--- config.mk ---
export PLATFORM = sky130hd
export DESIGN_NAME = preparser
export DESIGN_NICKNAME = d
export VERILOG_FILES = /design/src/verilog/preparser_pkg.sv /design/src/verilog/preparser.sv /design/src/verilog/slice_accountant.sv /design/src/verilog/token_chainer.sv /design/src/verilog/token_speculator.sv /design/src/verilog/beat_slicer.sv /design/src/verilog/tag_decoder.sv
export SDC_FILE = /design/constraint.sdc
export NUM_CORES = 2
export LEC_CHECK = 0
export BUFFER_PORTS_ARGS = -buffer_cell sky130_fd_sc_hd__clkbuf_2
export CORE_AREA = 2 2 431 433
export CTS_CLUSTER_DIAMETER = 150
export DETAILED_ROUTE_END_ITERATION = 8
export DIE_AREA = 0 0 433 435
export GPL_ROUTABILITY_DRIVEN = 0
export PLACE_DENSITY = 0.72
export REMOVE_ABC_BUFFERS = 1
export SYNTH_ARGS = -nofsm -noshare
export SYNTH_HDL_FRONTEND = slang
export SYNTH_SLANG_ARGS = --single-unit
--- constraint.sdc ---
create_clock -name clk -period 131.5 [get_ports clk]
set_clock_uncertainty 0.1 [all_clocks]
set_input_delay 13.15 -clock clk [delete_from_list [all_inputs] [get_ports clk]]
set_output_delay 13.15 -clock clk [all_outputs]
set_load 0.01 [all_outputs]
--- src/verilog/preparser_pkg.sv ---
/*
 * snappy preparser shared definitions
 * widths, payload types and the structs passed between the four stages
 */
package preparser_pkg;

	localparam int BEAT_BYTES  = 16;	// bytes per input beat
	localparam int LOOK_BYTES  = 2;	// lookahead bytes borrowed from the next beat
	localparam int SLICE_BYTES = BEAT_BYTES + LOOK_BYTES;
	localparam int ADDR_W      = 24;	// decompressed address width
	localparam int MAX_HDR     = 5;	// longest length varint at stream start

	typedef logic [7:0]                 byte_t;
	typedef logic [BEAT_BYTES*8-1:0]    beat_t;
	typedef logic [SLICE_BYTES*8-1:0]   slice_data_t;	// byte 0 in the top bits
	typedef logic [BEAT_BYTES-1:0]      pos_mask_t;	// msb is byte 0
	typedef logic [LOOK_BYTES-1:0]      look_mask_t;	// msb is byte 16
	typedef logic [8:0]                 tok_len_t;
	typedef logic [16:0]                lit_len_t;
	typedef logic [ADDR_W-1:0]          addr_t;
	typedef logic [2:0]                 garbage_t;

	typedef enum logic [1:0] {IDLE, COLLECT, FLUSH} slicer_state_t;

	////////////////////////////////////////
	// stage payloads

	typedef struct packed {
		slice_data_t data;
		logic        first;	// first slice of the stream
		logic        last;	// flushed slice, no lookahead
		pos_mask_t   tail_mask;	// clears bytes past the stream end
	} slice_t;

	typedef struct packed {
		slice_t                            slice;
		pos_mask_t  [0:BEAT_BYTES-1]       next_mask;	// one-hot next start per byte
		look_mask_t [0:BEAT_BYTES-1]       next_look;
		tok_len_t   [0:BEAT_BYTES-1]       tok_len;
		lit_len_t   [0:BEAT_BYTES-1]       lit_over;
		garbage_t                          hdr_len;	// varint bytes, first slice only
	} spec_t;

	typedef struct packed {
		slice_t                      slice;
		pos_mask_t                   token_pos;
		logic                        start_lit;
		tok_len_t                    lit_bytes;	// carried literal payload in this slice
		tok_len_t  [0:BEAT_BYTES-1]  tok_len;	// zero where no real token starts
		garbage_t                    lead_skip;
	} chain_t;

	typedef struct packed {
		slice_data_t data;
		pos_mask_t   token_pos;
		addr_t       address;
		logic        start_lit;
		garbage_t    garbage_cnt;
	} out_slice_t;

endpackage
--- src/verilog/preparser.sv ---
/*
 * snappy stream preparser top
 * slicer, speculator, chainer and accountant in a valid/ready pipeline
 */
`timescale 1ns/1ps

module preparser (
	input  logic                       clk,
	input  logic                       rst_n,
	input  logic                       start,
	input  preparser_pkg::addr_t       stream_len,
	input  preparser_pkg::beat_t       data,
	input  logic                       in_valid,
	output logic                       in_ready,
	output preparser_pkg::out_slice_t  slice_out,
	output logic                       out_valid,
	input  logic                       out_ready,
	output logic                       stream_done
);

	preparser_pkg::slice_t s1;	// slicer to speculator
	preparser_pkg::spec_t  s2;	// speculator to chainer
	preparser_pkg::chain_t s3;	// chainer to accountant
	logic s1_valid, s1_ready;
	logic s2_valid, s2_ready;
	logic s3_valid, s3_ready;

	beat_slicer slicer_i (
		.clk(clk), .rst_n(rst_n), .start(start), .stream_len(stream_len),
		.data(data), .in_valid(in_valid), .in_ready(in_ready),
		.slice(s1), .slice_valid(s1_valid), .slice_ready(s1_ready),
		.stream_done(stream_done)
	);

	token_speculator spec_i (
		.clk(clk), .rst_n(rst_n), .slice_in(s1), .in_valid(s1_valid),
		.in_ready(s1_ready), .spec_out(s2), .out_valid(s2_valid), .out_ready(s2_ready)
	);

	token_chainer chain_i (
		.clk(clk), .rst_n(rst_n), .spec_in(s2), .in_valid(s2_valid),
		.in_ready(s2_ready), .chain_out(s3), .out_valid(s3_valid), .out_ready(s3_ready)
	);

	slice_accountant acct_i (
		.clk(clk), .rst_n(rst_n), .chain_in(s3), .in_valid(s3_valid),
		.in_ready(s3_ready), .slice_out(slice_out), .out_valid(out_valid),
		.out_ready(out_ready)
	);

endmodule

--- src/verilog/slice_accountant.sv ---
/*
 * slice accountant, stage 4
 * masks the tail, sums the slice output length into the running address,
 * shifts out leading garbage and drops slices with nothing to parse
 */
`timescale 1ns/1ps

module slice_accountant (
	input  logic                       clk,
	input  logic                       rst_n,
	input  preparser_pkg::chain_t      chain_in,
	input  logic                       in_valid,
	output logic                       in_ready,
	output preparser_pkg::out_slice_t  slice_out,
	output logic                       out_valid,
	input  logic                       out_ready
);

	preparser_pkg::pos_mask_t tok;	// real starts inside the stream
	preparser_pkg::addr_t     sum;	// output bytes this slice adds
	preparser_pkg::addr_t     base;	// address where this slice starts
	preparser_pkg::addr_t     run_q;
	logic                     keep;

	always_comb begin
		tok = chain_in.token_pos & chain_in.slice.tail_mask;
		sum = preparser_pkg::addr_t'(chain_in.lit_bytes);
		for (int j = 0; j < preparser_pkg::BEAT_BYTES; j++) begin
			if (tok[15-j])
				sum = sum + preparser_pkg::addr_t'(chain_in.tok_len[j]);
		end
		base = chain_in.slice.first ? '0 : run_q;
		keep = chain_in.start_lit || (tok != '0);
	end

	assign in_ready = !out_valid || out_ready;

	always_ff @(posedge clk) begin
		if (!rst_n) begin
			out_valid <= 1'b0;
			run_q     <= '0;
		end else if (in_ready) begin
			out_valid <= in_valid && keep;	// empty slices vanish here
			if (in_valid)
				run_q <= base + sum;	// dropped slices add zero
		end
	end

	// lead_skip is zero whenever a literal continues from byte 0,
	// except a literal header that spilled over, which is garbage too
	always_ff @(posedge clk) begin
		if (in_valid && in_ready)
			slice_out <= '{data: chain_in.slice.data << (8 * chain_in.lead_skip),
				token_pos: tok << chain_in.lead_skip, address: base,
				start_lit: chain_in.start_lit, garbage_cnt: chain_in.lead_skip};
	end

endmodule

--- src/verilog/token_chainer.sv ---
/*
 * token chainer, stage 3
 * follows the speculative next-start masks from the first real start
 * and carries owed literal bytes and spilled token bytes between slices
 */
`timescale 1ns/1ps

module token_chainer (
	input  logic                   clk,
	input  logic                   rst_n,
	input  preparser_pkg::spec_t   spec_in,
	input  logic                   in_valid,
	output logic                   in_ready,
	output preparser_pkg::chain_t  chain_out,
	output logic                   out_valid,
	input  logic                   out_ready
);

	preparser_pkg::lit_len_t   owed_q;	// literal payload still owed
	preparser_pkg::lit_len_t   owed_n;
	preparser_pkg::lit_len_t   eff_owed;
	preparser_pkg::lit_len_t   over;
	preparser_pkg::garbage_t   skip_q;	// spilled header or copy bytes
	preparser_pkg::garbage_t   skip_n;
	preparser_pkg::garbage_t   eff_skip;
	preparser_pkg::garbage_t   spill;
	preparser_pkg::pos_mask_t  walk;
	preparser_pkg::look_mask_t look;	// start bits for bytes 16 and 17
	preparser_pkg::tok_len_t   lit_bytes;
	preparser_pkg::tok_len_t [0:preparser_pkg::BEAT_BYTES-1] sel_len;
	preparser_pkg::byte_t      tag14;
	preparser_pkg::byte_t      tag15;
	logic [17:0] reach;	// first byte not owed to an earlier token
	logic        all_lit;
	logic        load;

	assign tag14 = spec_in.slice.data[31:24];
	assign tag15 = spec_in.slice.data[23:16];
	assign load  = in_valid && in_ready;

	always_comb begin
		eff_skip = spec_in.slice.first ? spec_in.hdr_len : skip_q;	// new stream drops carry
		eff_owed = spec_in.slice.first ? '0 : owed_q;
		reach    = 18'(eff_skip) + 18'(eff_owed);
		all_lit  = reach >= 18'd16;
		walk     = '0;
		look     = '0;
		over     = '0;
		if (!all_lit)
			walk = 16'h8000 >> reach[3:0];

		// each real start pulls in the start that follows it
		for (int j = 0; j < preparser_pkg::BEAT_BYTES; j++) begin
			sel_len[j] = '0;
			if (walk[15-j]) begin
				walk       = walk | spec_in.next_mask[j];
				look       = look | spec_in.next_look[j];
				over       = over | spec_in.lit_over[j];	// only the last token overflows
				sel_len[j] = spec_in.tok_len[j];
			end
		end

		// literal header bytes past byte 15
		spill = '0;
		if (walk[0])
			spill = (tag15 == 8'hf0) ? 3'd1 : (tag15 == 8'hf4) ? 3'd2 : 3'd0;
		else if (walk[1])
			spill = (tag14 == 8'hf4) ? 3'd1 : 3'd0;

		if (all_lit) begin	// slice lies wholly inside one literal
			owed_n    = 17'(reach - 18'd16);
			skip_n    = '0;
			lit_bytes = 9'(18'd16 - 18'(eff_skip));
		end else begin
			owed_n    = over;
			lit_bytes = 9'(eff_owed);
			if (over != '0)
				skip_n = spill;
			else	// last token ends at 16, 17 or, for a copy at 15, 18
				skip_n = look[1] ? 3'd0 : (look[0] ? 3'd1 : 3'd2);
		end
	end

	assign in_ready = !out_valid || out_ready;

	always_ff @(posedge clk) begin
		if (!rst_n) begin
			out_valid <= 1'b0;
			owed_q    <= '0;
			skip_q    <= '0;
		end else begin
			if (in_ready)
				out_valid <= in_valid;
			if (load) begin
				owed_q <= owed_n;
				skip_q <= skip_n;
			end
		end
	end

	always_ff @(posedge clk) begin
		if (load)
			chain_out <= '{slice: spec_in.slice, token_pos: walk,
				start_lit: eff_owed != '0, lit_bytes: lit_bytes,
				tok_len: sel_len, lead_skip: eff_skip};
	end

endmodule

--- src/verilog/token_speculator.sv ---
/*
 * token speculator, stage 2
 * decodes a token at every main byte in parallel and counts the
 * length varint bytes at the head of the first slice
 */
`timescale 1ns/1ps

module token_speculator (
	input  logic                   clk,
	input  logic                   rst_n,
	input  preparser_pkg::slice_t  slice_in,
	input  logic                   in_valid,
	output logic                   in_ready,
	output preparser_pkg::spec_t   spec_out,
	output logic                   out_valid,
	input  logic                   out_ready
);

	preparser_pkg::pos_mask_t  nxt_mask [preparser_pkg::BEAT_BYTES];
	preparser_pkg::look_mask_t nxt_look [preparser_pkg::BEAT_BYTES];
	preparser_pkg::tok_len_t   len      [preparser_pkg::BEAT_BYTES];
	preparser_pkg::lit_len_t   over     [preparser_pkg::BEAT_BYTES];
	preparser_pkg::garbage_t   hdr_cnt;
	logic                      cont;	// still inside the varint

	for (genvar i = 0; i < preparser_pkg::BEAT_BYTES; i++) begin : g_dec
		tag_decoder dec_i (
			.tag_bytes  (slice_in.data[143-8*i -: 24]),
			.bytes_left (5'(preparser_pkg::BEAT_BYTES - i)),
			.next_mask  (nxt_mask[i]),
			.next_look  (nxt_look[i]),
			.tok_len    (len[i]),
			.lit_over   (over[i])
		);
	end

	// varint bytes with the top bit set continue the length
	always_comb begin
		hdr_cnt = 3'd1;
		cont    = 1'b1;
		for (int k = 0; k < preparser_pkg::MAX_HDR - 1; k++) begin
			if (cont && slice_in.data[143-8*k])
				hdr_cnt = 3'(k + 2);
			else
				cont = 1'b0;
		end
	end

	assign in_ready = !out_valid || out_ready;

	always_ff @(posedge clk) begin
		if (!rst_n)
			out_valid <= 1'b0;
		else if (in_ready)
			out_valid <= in_valid;
	end

	always_ff @(posedge clk) begin
		if (in_valid && in_ready) begin
			spec_out.slice   <= slice_in;
			spec_out.hdr_len <= slice_in.first ? hdr_cnt : '0;
			for (int j = 0; j < preparser_pkg::BEAT_BYTES; j++) begin
				spec_out.next_mask[j] <= nxt_mask[j];
				spec_out.next_look[j] <= nxt_look[j];
				spec_out.tok_len[j]   <= len[j];
				spec_out.lit_over[j]  <= over[j];
			end
		end
	end

endmodule

--- src/verilog/beat_slicer.sv ---
/*
 * beat slicer, stage 1
 * buffers one beat and pairs it with 2 bytes of the next beat,
 * counts beats against the stream length and flushes the last slice
 */
`timescale 1ns/1ps

module beat_slicer (
	input  logic                   clk,
	input  logic                   rst_n,
	input  logic                   start,
	input  preparser_pkg::addr_t   stream_len,
	input  preparser_pkg::beat_t   data,
	input  logic                   in_valid,
	output logic                   in_ready,
	output preparser_pkg::slice_t  slice,
	output logic                   slice_valid,
	input  logic                   slice_ready,
	output logic                   stream_done
);

	preparser_pkg::slicer_state_t state;
	preparser_pkg::beat_t         hold;	// beat waiting for its lookahead
	preparser_pkg::pos_mask_t     tail_q;
	preparser_pkg::addr_t         len_m1;
	logic [19:0] beat_cnt;	// beats accepted so far
	logic [19:0] beat_last;	// index of the final beat
	logic        first_pend;	// next slice out is the first one
	logic        slot_free;
	logic        accept;

	assign len_m1    = stream_len - 1'b1;
	assign slot_free = !slice_valid || slice_ready;
	assign in_ready  = (state == preparser_pkg::COLLECT) && slot_free;
	assign accept    = in_valid && in_ready;

	////////////////////////////////////////
	// control

	always_ff @(posedge clk) begin
		if (!rst_n) begin
			state       <= preparser_pkg::IDLE;
			slice_valid <= 1'b0;
			stream_done <= 1'b1;
			beat_cnt    <= '0;
			first_pend  <= 1'b0;
		end else begin
			if (slice_valid && slice_ready) begin
				slice_valid <= 1'b0;
				if (slice.last)
					stream_done <= 1'b1;	// last slice handed on
			end
			case (state)
				preparser_pkg::IDLE: begin
					if (start) begin
						state       <= preparser_pkg::COLLECT;
						beat_cnt    <= '0;
						first_pend  <= 1'b1;
						stream_done <= 1'b0;
					end
				end
				preparser_pkg::COLLECT: begin
					if (accept) begin
						beat_cnt <= beat_cnt + 1'b1;
						if (beat_cnt != '0) begin	// held beat gets its lookahead
							slice_valid <= 1'b1;
							first_pend  <= 1'b0;
						end
						if (beat_cnt == beat_last)
							state <= preparser_pkg::FLUSH;
					end
				end
				preparser_pkg::FLUSH: begin
					if (slot_free) begin	// held beat leaves with zero lookahead
						slice_valid <= 1'b1;
						first_pend  <= 1'b0;
						state       <= preparser_pkg::IDLE;
					end
				end
				default: state <= preparser_pkg::IDLE;
			endcase
		end
	end

	////////////////////////////////////////
	// payload

	always_ff @(posedge clk) begin
		if (state == preparser_pkg::IDLE && start) begin
			beat_last <= len_m1[23:4];	// ceil(len/16) minus one
			tail_q    <= (stream_len[3:0] == 4'd0) ? '1 : ~(16'hffff >> stream_len[3:0]);
		end
		if (accept) begin
			hold <= data;
			if (beat_cnt != '0)
				slice <= '{data: {hold, data[127 -: preparser_pkg::LOOK_BYTES*8]},
					first: first_pend, last: 1'b0, tail_mask: '1};
		end
		if (state == preparser_pkg::FLUSH && slot_free)
			slice <= '{data: {hold, {preparser_pkg::LOOK_BYTES{8'h00}}},
				first: first_pend, last: 1'b1, tail_mask: tail_q};
	end

endmodule

--- src/verilog/tag_decoder.sv ---
/*
 * snappy tag decoder
 * assumes a token starts at its byte and decodes where the next token
 * starts, the output bytes added inside the slice and literal overflow
 */
`timescale 1ns/1ps

module tag_decoder (
	input  preparser_pkg::byte_t [0:2] tag_bytes,	// tag first, then two following bytes
	input  logic [4:0]                 bytes_left,	// main bytes from this one to slice end
	output preparser_pkg::pos_mask_t   next_mask,
	output preparser_pkg::look_mask_t  next_look,
	output preparser_pkg::tok_len_t    tok_len,
	output preparser_pkg::lit_len_t    lit_over
);

	logic [17:0] hdr;	// tag plus extension bytes, or whole copy
	logic [17:0] pay;	// literal payload length
	logic [17:0] nxt;	// next start counted from slice byte 0
	logic [17:0] room;
	logic [17:0] in_slice;
	logic [8:0]  copy_len;
	logic        is_copy;

	always_comb begin
		is_copy  = 1'b0;
		copy_len = '0;
		hdr      = 18'd1;
		pay      = 18'({tag_bytes[0][7:2]}) + 18'd1;	// inline literal length
		case (tag_bytes[0][1:0])
			2'b01: begin	// copy with 1 byte offset
				is_copy  = 1'b1;
				hdr      = 18'd2;
				pay      = '0;
				copy_len = 9'(tag_bytes[0][4:2]) + 9'd4;
			end
			2'b10: begin	// copy with 2 byte offset
				is_copy  = 1'b1;
				hdr      = 18'd3;
				pay      = '0;
				copy_len = 9'(tag_bytes[0][7:2]) + 9'd1;
			end
			default: begin
				if (tag_bytes[0][7:2] == 6'd60) begin
					hdr = 18'd2;
					pay = 18'(tag_bytes[1]) + 18'd1;
				end else if (tag_bytes[0][7:2] == 6'd61) begin
					hdr = 18'd3;
					pay = 18'({tag_bytes[2], tag_bytes[1]}) + 18'd1;	// little endian
				end
			end
		endcase

		nxt  = (18'd16 - 18'(bytes_left)) + hdr + pay;
		room = (18'(bytes_left) > hdr) ? 18'(bytes_left) - hdr : '0;
		in_slice = (pay < room) ? pay : room;	// payload clipped to the main bytes

		next_mask = (nxt < 18'd16) ? (16'h8000 >> nxt[3:0]) : '0;
		next_look = {nxt == 18'd16, nxt == 18'd17};
		tok_len   = is_copy ? copy_len : in_slice[8:0];
		lit_over  = 17'(pay - in_slice);	// zero for copies
	end

endmodule

# After elaboration in Yosys (flattened, before gate mapping)
# Cells that the tools add are included.
[op_classes] n_addsub=165 magnitude_cmp=49 eq_ne=107 n_shift=20 mux=287 bitwise=49 reduce_logical=53
[op_table] op="$mux 18" count=64
[op_table] op="$mux 17" count=34
[op_table] op="$eq 18x5->1 const B" count=32
[op_table] op="$mux 162" count=3
[op_table] op="$mux 24" count=17
[op_table] op="$add 24x9->24" count=15
[op_table] op="$lt 18x18->1" count=16
[op_table] op="$lt 18x5->1 const B" count=16
[op_table] op="$shr 16x4->16 const A" count=18
[op_table] op="$add 16x1->17 const B" count=16
[op_table] op="$mux 16" count=17
[op_table] op="$sub 17x17->17" count=16
[op_table] op="$add 18x18->18" count=15
[op_table] op="$or 16x16->16" count=16
[op_table] op="$or 17x17->17" count=15
[op_table] op="$add 6x1->7 const B" count=32
[op_table] op="$pmux 7 s2" count=16
[op_table] op="$eq 6x6->1 const B" count=32
[op_table] op="$mux 9" count=17
[op_table] op="$add 4x18->18 const A" count=8
[op_table] op="$add 8x1->9 const B" count=16
[op_table] op="$gt 4x18->1 const A" count=8
[op_table] op="$shl 144x6->144" count=1
[op_table] op="$sub 4x18->18 const A" count=8
[op_table] op="other kinds (57)" count=282
[totals] ff_bits=1788 in_bits=157 out_inout_bits=191 elab_cells=846

# Longest topological paths before layout
[depth] word_depth=40 mapped_depth=98 ltp_nobuf=98

# Hierarchy
# A second synthesis with hierarchy kept.
[hier_totals] cells_unflattened=13363 hier_area_um2=133815.8
[by_module_without_submodules] module="token_speculator" n_inst=1 cells_per_inst=883 area_each_um2=26190.1
[by_module_without_submodules] module="tag_decoder at spec_i.g_dec[0].dec_i ..." n_inst=7 cells_per_inst=475 area_each_um2=3397.0
[by_module_without_submodules] module="slice_accountant" n_inst=1 cells_per_inst=2455 area_each_um2=21674.5
[by_module_without_submodules] module="tag_decoder at spec_i.g_dec[11].dec_i ..." n_inst=5 cells_per_inst=506 area_each_um2=3539.6
[by_module_without_submodules] module="token_chainer" n_inst=1 cells_per_inst=1309 area_each_um2=16718.5
[by_module_without_submodules] module="beat_slicer" n_inst=1 cells_per_inst=836 area_each_um2=13346.6
[by_module_without_submodules] module="tag_decoder at spec_i.g_dec[9].dec_i" n_inst=1 cells_per_inst=523 area_each_um2=3757.4
[by_module_without_submodules] module="tag_decoder at spec_i.g_dec[8].dec_i" n_inst=1 cells_per_inst=513 area_each_um2=3671.0
[by_module_without_submodules] module="tag_decoder at spec_i.g_dec[1].dec_i" n_inst=1 cells_per_inst=509 area_each_um2=3588.4
[by_module_without_submodules] module="tag_decoder at spec_i.g_dec[10].dec_i" n_inst=1 cells_per_inst=480 area_each_um2=3392.0

# Worst setup path after synthesis
# Ideal clock, no wire load.
[synth_path] path_kind="input port to flip-flop" from="in out_ready" to="reg slicer_i.stream_done" setup_time_ns=0.178 t_arrival_ns=53.095 t_required_ns=131.222 slack_ns=78.127 cell_stages=5 path_buffers=0 path_cell_list="nor2b_1 -> and3_1 -> nor2b_1 -> a21oi_1 -> o21ai_0"
[synth_between] elab_chain_len=7
[synth_lines] element="start: declaration" line="preparser.sv:17" rtl="input logic out_ready,"
[synth_lines] element="$logic_or 1x1->1 *" line="slice_accountant.sv:36" rtl="assign in_ready = !out_valid || out_ready;"
[synth_lines] element="$logic_or 1x1->1 *" line="token_chainer.sv:84" rtl="assign in_ready = !out_valid || out_ready;"
[synth_lines] element="$logic_or 1x1->1 *" line="token_speculator.sv:49" rtl="assign in_ready = !out_valid || out_ready;"
[synth_lines] element="$logic_and 1x1->1 *" line="beat_slicer.sv:48" rtl="if (slice_valid && slice_ready) begin"
[synth_lines] element="$mux 1 *" line="beat_slicer.sv:48"
[synth_lines] element="$mux 1" line="beat_slicer.sv:55" rtl="if (start) begin"
[synth_lines] element="$mux 1 *" line="beat_slicer.sv:53" rtl="case (state)"
[synth_lines] element="end signal: assignment" line="beat_slicer.sv:44" rtl="stream_done <= 1'b1;"
[synth_lines] element="end signal: assignment" line="beat_slicer.sv:51" rtl="stream_done <= 1'b1;"
[synth_lines] element="end signal: assignment" line="beat_slicer.sv:59" rtl="stream_done <= 1'b0;"
[synth_lines] element="end: declaration" line="beat_slicer.sv:19" rtl="output logic stream_done"
# Every way passes the cells marked *; elsewhere a longest branch is shown, timed or not.
# A chain may end at the register's enable or synchronous reset.

# Worst setup path in the final report
[layout_path] from="in out_ready" to="out in_ready"
[layout_between] elab_chain_len=5
[layout_lines] element="$logic_or 1x1->1" line="slice_accountant.sv:36"
[layout_lines] element="$logic_or 1x1->1" line="token_chainer.sv:84"
[layout_lines] element="$logic_or 1x1->1" line="token_speculator.sv:49"
[layout_lines] element="$logic_or 1x1->1" line="beat_slicer.sv:33" rtl="assign slot_free = !slice_valid || slice_ready;"
[layout_lines] element="$logic_and 1x1->1" line="beat_slicer.sv:34" rtl="assign in_ready = (state == preparser_pkg::COLLECT) && slot_free;"
[layout_lines] element="end: declaration" line="preparser.sv:14" rtl="output logic in_ready,"
# No other way between the ends.

==> results.md <==
- The synthesized design spends more area on one cell type than any other, namely sky130_fd_sc_hd__edfxtp_1.
- For the pin with the worst max-slew slack, the measured transition is around 1600 ps.
- The post-synthesis compound-gate area fraction is a little over a tenth.
- In this run, the number of DRC markers left after iteration 0 of detailed routing was approximately 11000.
- The number of clock sinks is ~1800.
- At the worst endpoint, the arrival time is between 10000 and 15000 ps.
- The number of CTS-inserted buffers is between 150 and 200.
- Summed over all nets, the switching power comes to just under 500 uW.
- The Yosys step of the flow raised 0 warnings.
- The flow ran to the end, but the final reports show violations.
- The worst-skew pair later-pin latency is 860 ps.
- Across every metal layer, demand over resource in global routing totals 32.3%.
- The mux cell area share after synthesis is under 10%.
- Total power for the finished layout comes to around 1.6 mW.
- Of all flip-flops after synthesis, the portion carrying an async set or reset was 0%.
- Along the worst path, the maximum fanout reaches 5.
- Counting flops with a built-in enable in the synthesized netlist gives ~1700.
- The post-synthesis average cell area is between 10 and 15 um2.
- Yosys mapped the design onto roughly 100 distinct sky130hd cell types.
- In this run the critical register-to-register path is captured at acct_i.run_q[23].
- From synthesis to final layout, the design area changed by 10.2%.
- In the routed design, unresolved DRC markers number 0.
- The remaining antenna violation count after routing is 0.
- The tool flagged a number of max-cap violations equal to 0.
- The total of flip-flops plus latches after synthesis is around 1800.
- Per report_power, the clock group accounts for between 30 and 40% of the total.
- On the critical path, the stage with the largest delay is an instance of sky130_fd_sc_hd__and3_1.
- The top cell type by area accounts for 50.2% of the synthesized area.
- Once the clock tree was built, the setup fixing pass inserted 0 buffers.
- Summing every instance area after synthesis gives between 100000 and 150000 um2.
- The adder-cell area share of the yosys netlist is approximately 7%.
- The die covers 188000 um2.
- Measured along the y axis, the die boundary spans roughly 440 um.
- The die is roughly 430 um wide.
- The number of hold-repair buffers added at the cts stage is 0.
- Clock tree synthesis selected as its root buffer the cell sky130_fd_sc_hd__clkbuf_16.
- The maximum count of clock buffers along a single path is 3.
- Headroom to the max-slew limit came out at -3.48%.
- The TritonCTS clock tree is done.
- The hold path endpoint is chain_i.chain_out[224].
- The row count is 158.
- The kind of critical path is in -> out.
- The worst setup path is captured at an output pin.
- Leaving out fill and tap cells, the most frequent cell in the layout is sky130_fd_sc_hd__edfxtp_1.
- The count of final max-slew check failures came to 2.
- In this run the static leakage power is a little over 40 nW.
- After Yosys synthesis, XOR and XNOR cells account for approximately 6.8% of the synthesized area.
- Summed over all nets, the half-perimeter wirelength after detailed placement is between 200000 and 250000 um.
- The largest voltage drop on the vdd net is between 0.01 and 0.015 mV.
- The number of H-tree branching levels is 4.
- The relative contribution of combinational cells to total power is approximately a quarter.
- Walking the worst path, the cells encountered are clkbuf_2, nor2b_1, and3_1, nand2_1, and2_1, clkbuf_2.
- The first-pass iteration count of the detailed router is 9.
- The startpoint of the lowest-slack hold path is spec_i.spec_out[758].
- The net count of the finished layout is a little over 10000.
- Clock-pin slew was measured on the worst setup and hold paths at approximately 60 ps.
- Dividing the detail-routed wire length by the instance count gives between 20 and 30 um.
- Across all layers, the routed design uses around 76000 vias.
- The share of total power dissipated in sequential elements is 43.6%.
- Entering global routing, the biggest net connects about 160 pins.
- The post-synthesis cell count is 9309.
- STA classifies the critical path startpoint as an input port.
- The worst hold path class is reg -> reg.
- Once the floorplan was initialized, standard cells occupied 54.7% of the core.
- The number of I/O pins is around 350.
- Of the total power, the share spent switching nets is a little under a third.
- The number of setup violations in the final report is 0.
- The number of antenna violations at the first check in global routing is 18.
- The power per unit of standard cell area is ~14 nW/um2.
- The share of the cycle needed by the critical path after routing is a little over a fifth.
- After detailed routing, the number of vias per cell comes to slightly above 6.
- The post-cts gate resize count is 0.
- The part of the Yosys area used for sequential elements is between 50 and 60%.
- The total wire length is a little over 300000 um.
- The core outline area is 184000 um2.
- The highest achievable clock rate is about 37 MHz.
- Counting I/O delays and the setup requirement, the final critical path takes roughly 27000 ps.
- In this run the critical register-to-register path is launched from chain_i.chain_out[138].
- The setup slack on the worst flop-to-flop path is around 110000 ps.
- The most numerous cell type found on the critical path is sky130_fd_sc_hd__clkbuf_2.
- Counting cells, the worst reg-to-reg path comes to 93.
- Setup repair after global routing left no endpoint under its margin.
- The primary flip-flop cell chosen by synthesis mapping is sky130_fd_sc_hd__edfxtp_1.
- Cell internal power was estimated by the tool at 1.08 mW.
- The first global-routing pass estimated between 400000 and 500000 um of wire.
- The critical path data required time is ~120000 ps.
- The top cell types in the final layout, fill and taps aside, are sky130_fd_sc_hd__edfxtp_1 (1683), sky130_fd_sc_hd__nor2_1 (904), sky130_fd_sc_hd__nand2_1 (899), sky130_fd_sc_hd__ha_1 (479), sky130_fd_sc_hd__xnor2_1 (447).
- The number of global-route vias before repair is ~70000.
- In this run the tool buffered the top-level ports with 347 buffer cells.
- Yosys attributes the largest share of cell area to sky130_fd_sc_hd__edfxtp_1 (50%), sky130_fd_sc_hd__ha_1 (6.0%), sky130_fd_sc_hd__xnor2_1 (3.9%), sky130_fd_sc_hd__nor2_1 (3.4%), sky130_fd_sc_hd__nand2_1 (3.4%).
- The proportion of layout cells with a drive suffix above 1 is under 10%.
- The final-report hold violation count was 0.
- The global route total overflow is 0.
- On the worst path, the slowest cell contributes a delay of between 200 and 300 ps.
- The final reports fail on max-slew violations.
- Once layout is complete, the utilization of the core stands at between 60% and 70%.
- Counting instances, the worst hold path has a depth of 0.
- After Yosys synthesis, and, or, nand and nor cells account for between 10% and 20% of the synthesized area.
- The total negative slack for setup checks is 0 ps.
- After synthesis, the largest family of logic cells by area is simple AND/OR/NAND/NOR gates.
==> flip-flops by register name, indices dropped and copies added (netlist names) <==
signal	cells
slicer_i.slice	162
slicer_i.beat_last	20
slicer_i.beat_cnt	20
acct_i.out_valid	1
chain_i.skip_q	2
chain_i.out_valid	1
spec_i.spec_out	852
chain_i.chain_out	334
slicer_i.first_pend	1
slicer_i.hold	128
slicer_i.slice_valid	1
slicer_i.stream_done	1
slicer_i.tail_q	16
slicer_i.state	2
chain_i.owed_q	17
acct_i.run_q	24
spec_i.out_valid	1
acct_i.slice_out	188
==> synthesized netlist by cell type, types with 27 or more instances <==
cell type	number
sky130_fd_sc_hd__inv_1	439
sky130_fd_sc_hd__xor2_1	332
sky130_fd_sc_hd__ha_1	479
sky130_fd_sc_hd__o21bai_1	34
sky130_fd_sc_hd__edfxtp_1	1683
sky130_fd_sc_hd__buf_1	55
sky130_fd_sc_hd__clkbuf_1	303
sky130_fd_sc_hd__nor3_1	255
sky130_fd_sc_hd__or3_1	62
sky130_fd_sc_hd__nand3b_1	27
sky130_fd_sc_hd__a21oi_1	373
sky130_fd_sc_hd__and2_1	356
sky130_fd_sc_hd__a211oi_1	30
sky130_fd_sc_hd__nand2b_1	162
sky130_fd_sc_hd__nand4_1	81
sky130_fd_sc_hd__a221oi_1	45
sky130_fd_sc_hd__o21ai_0	405
sky130_fd_sc_hd__o211ai_1	62
sky130_fd_sc_hd__a31oi_1	45
sky130_fd_sc_hd__o22ai_1	64
sky130_fd_sc_hd__xnor2_1	447
sky130_fd_sc_hd__or2_2	44
sky130_fd_sc_hd__nor4_1	52
sky130_fd_sc_hd__o21a_1	44
sky130_fd_sc_hd__a22oi_1	30
sky130_fd_sc_hd__a21o_1	154
sky130_fd_sc_hd__mux2_2	148
sky130_fd_sc_hd__a221o_1	154
sky130_fd_sc_hd__nor2_1	906
sky130_fd_sc_hd__and3_1	66
sky130_fd_sc_hd__nand2_1	899
sky130_fd_sc_hd__mux2i_1	249
sky130_fd_sc_hd__dfxtp_1	88
sky130_fd_sc_hd__nor2b_1	134
sky130_fd_sc_hd__nand3_1	244
sky130_fd_sc_hd__fa_1	53
==> through the flow <==
stage                     hold WS, ps  worst slack, ps  cells  instance area, um2
after CTS                         298           104080  12257              111000
after floorplan                   300            78130   9015               99500
after global placement            300           104040  11916              105000
after detailed placement          305           104080  11916              105000
final                             290           104100  12267              111000
after global routing              319           103970  12261              111000
==> worst max-delay path: cells and delay by family <==
kind,cells,cell delay (ps)
AND/OR/NAND/NOR,4,780
buffers and inverters,2,220
==> final cells by class <==
class | count | area [um2]
diodes | 10 | 25.0
clock buffers | 225 | 4820
clock inverters | 116 | 1080
fillers | 14659 | 73100
inverters | 443 | 1690
multi-input cells | 6801 | 45600
flip-flops and latches | 1771 | 52300
well taps | 2480 | 3100
repair buffers | 421 | 2320
==> cell families (layout without fill, tap and decap cells) <==
logic type,Yosys count,after routing
and+or+nand+nor,3383,3383
xor gates and xnor gates,782,782
buffers and inverters,818,1205
other,2,93
DFF,1771,1771
muxes,401,401
adders and majority gates,534,534
AOI/OAI and AO/OA,1618,1618
==> routing by layer <==
| layer | vias up | track usage, % | wire, um |
|---|---|---|---|
| met5 | - | 0 | 87 |
| met2 | 4266 | 47.9 | 134000 |
| met4 | 14 | 19.7 | 22100 |
| met1 | 36411 | 43.1 | 120000 |
| met3 | 801 | 7.58 | 34700 |
| li1 | 34224 | - | - |
==> worst max-delay path by stage <==
stage | start | to | cells after the start | slack [ps]
2_1_floorplan | out_ready | slicer_i.stream_done | 5 | 78130
3_3_place_gp | out_ready | in_ready | 6 | 104040
3_5_place_dp | out_ready | in_ready | 6 | 104080
4_1_cts | out_ready | in_ready | 6 | 104080
5_1_grt | out_ready | in_ready | 6 | 103970
6_report | out_ready | in_ready | 6 | 104100
==> power groups by stage <==
stage	clock (mW)	sequential (mW)	combinational, mW
final	0.515	0.689	0.375
after global routing	0.541	0.690	0.409
after CTS	0.519	0.688	0.365
after detailed placement	0	0.700	0.362
after global placement	0	0.699	0.352
after floorplan	0	0.701	0.267
Note: power is estimated with default switching activity, not from simulation.
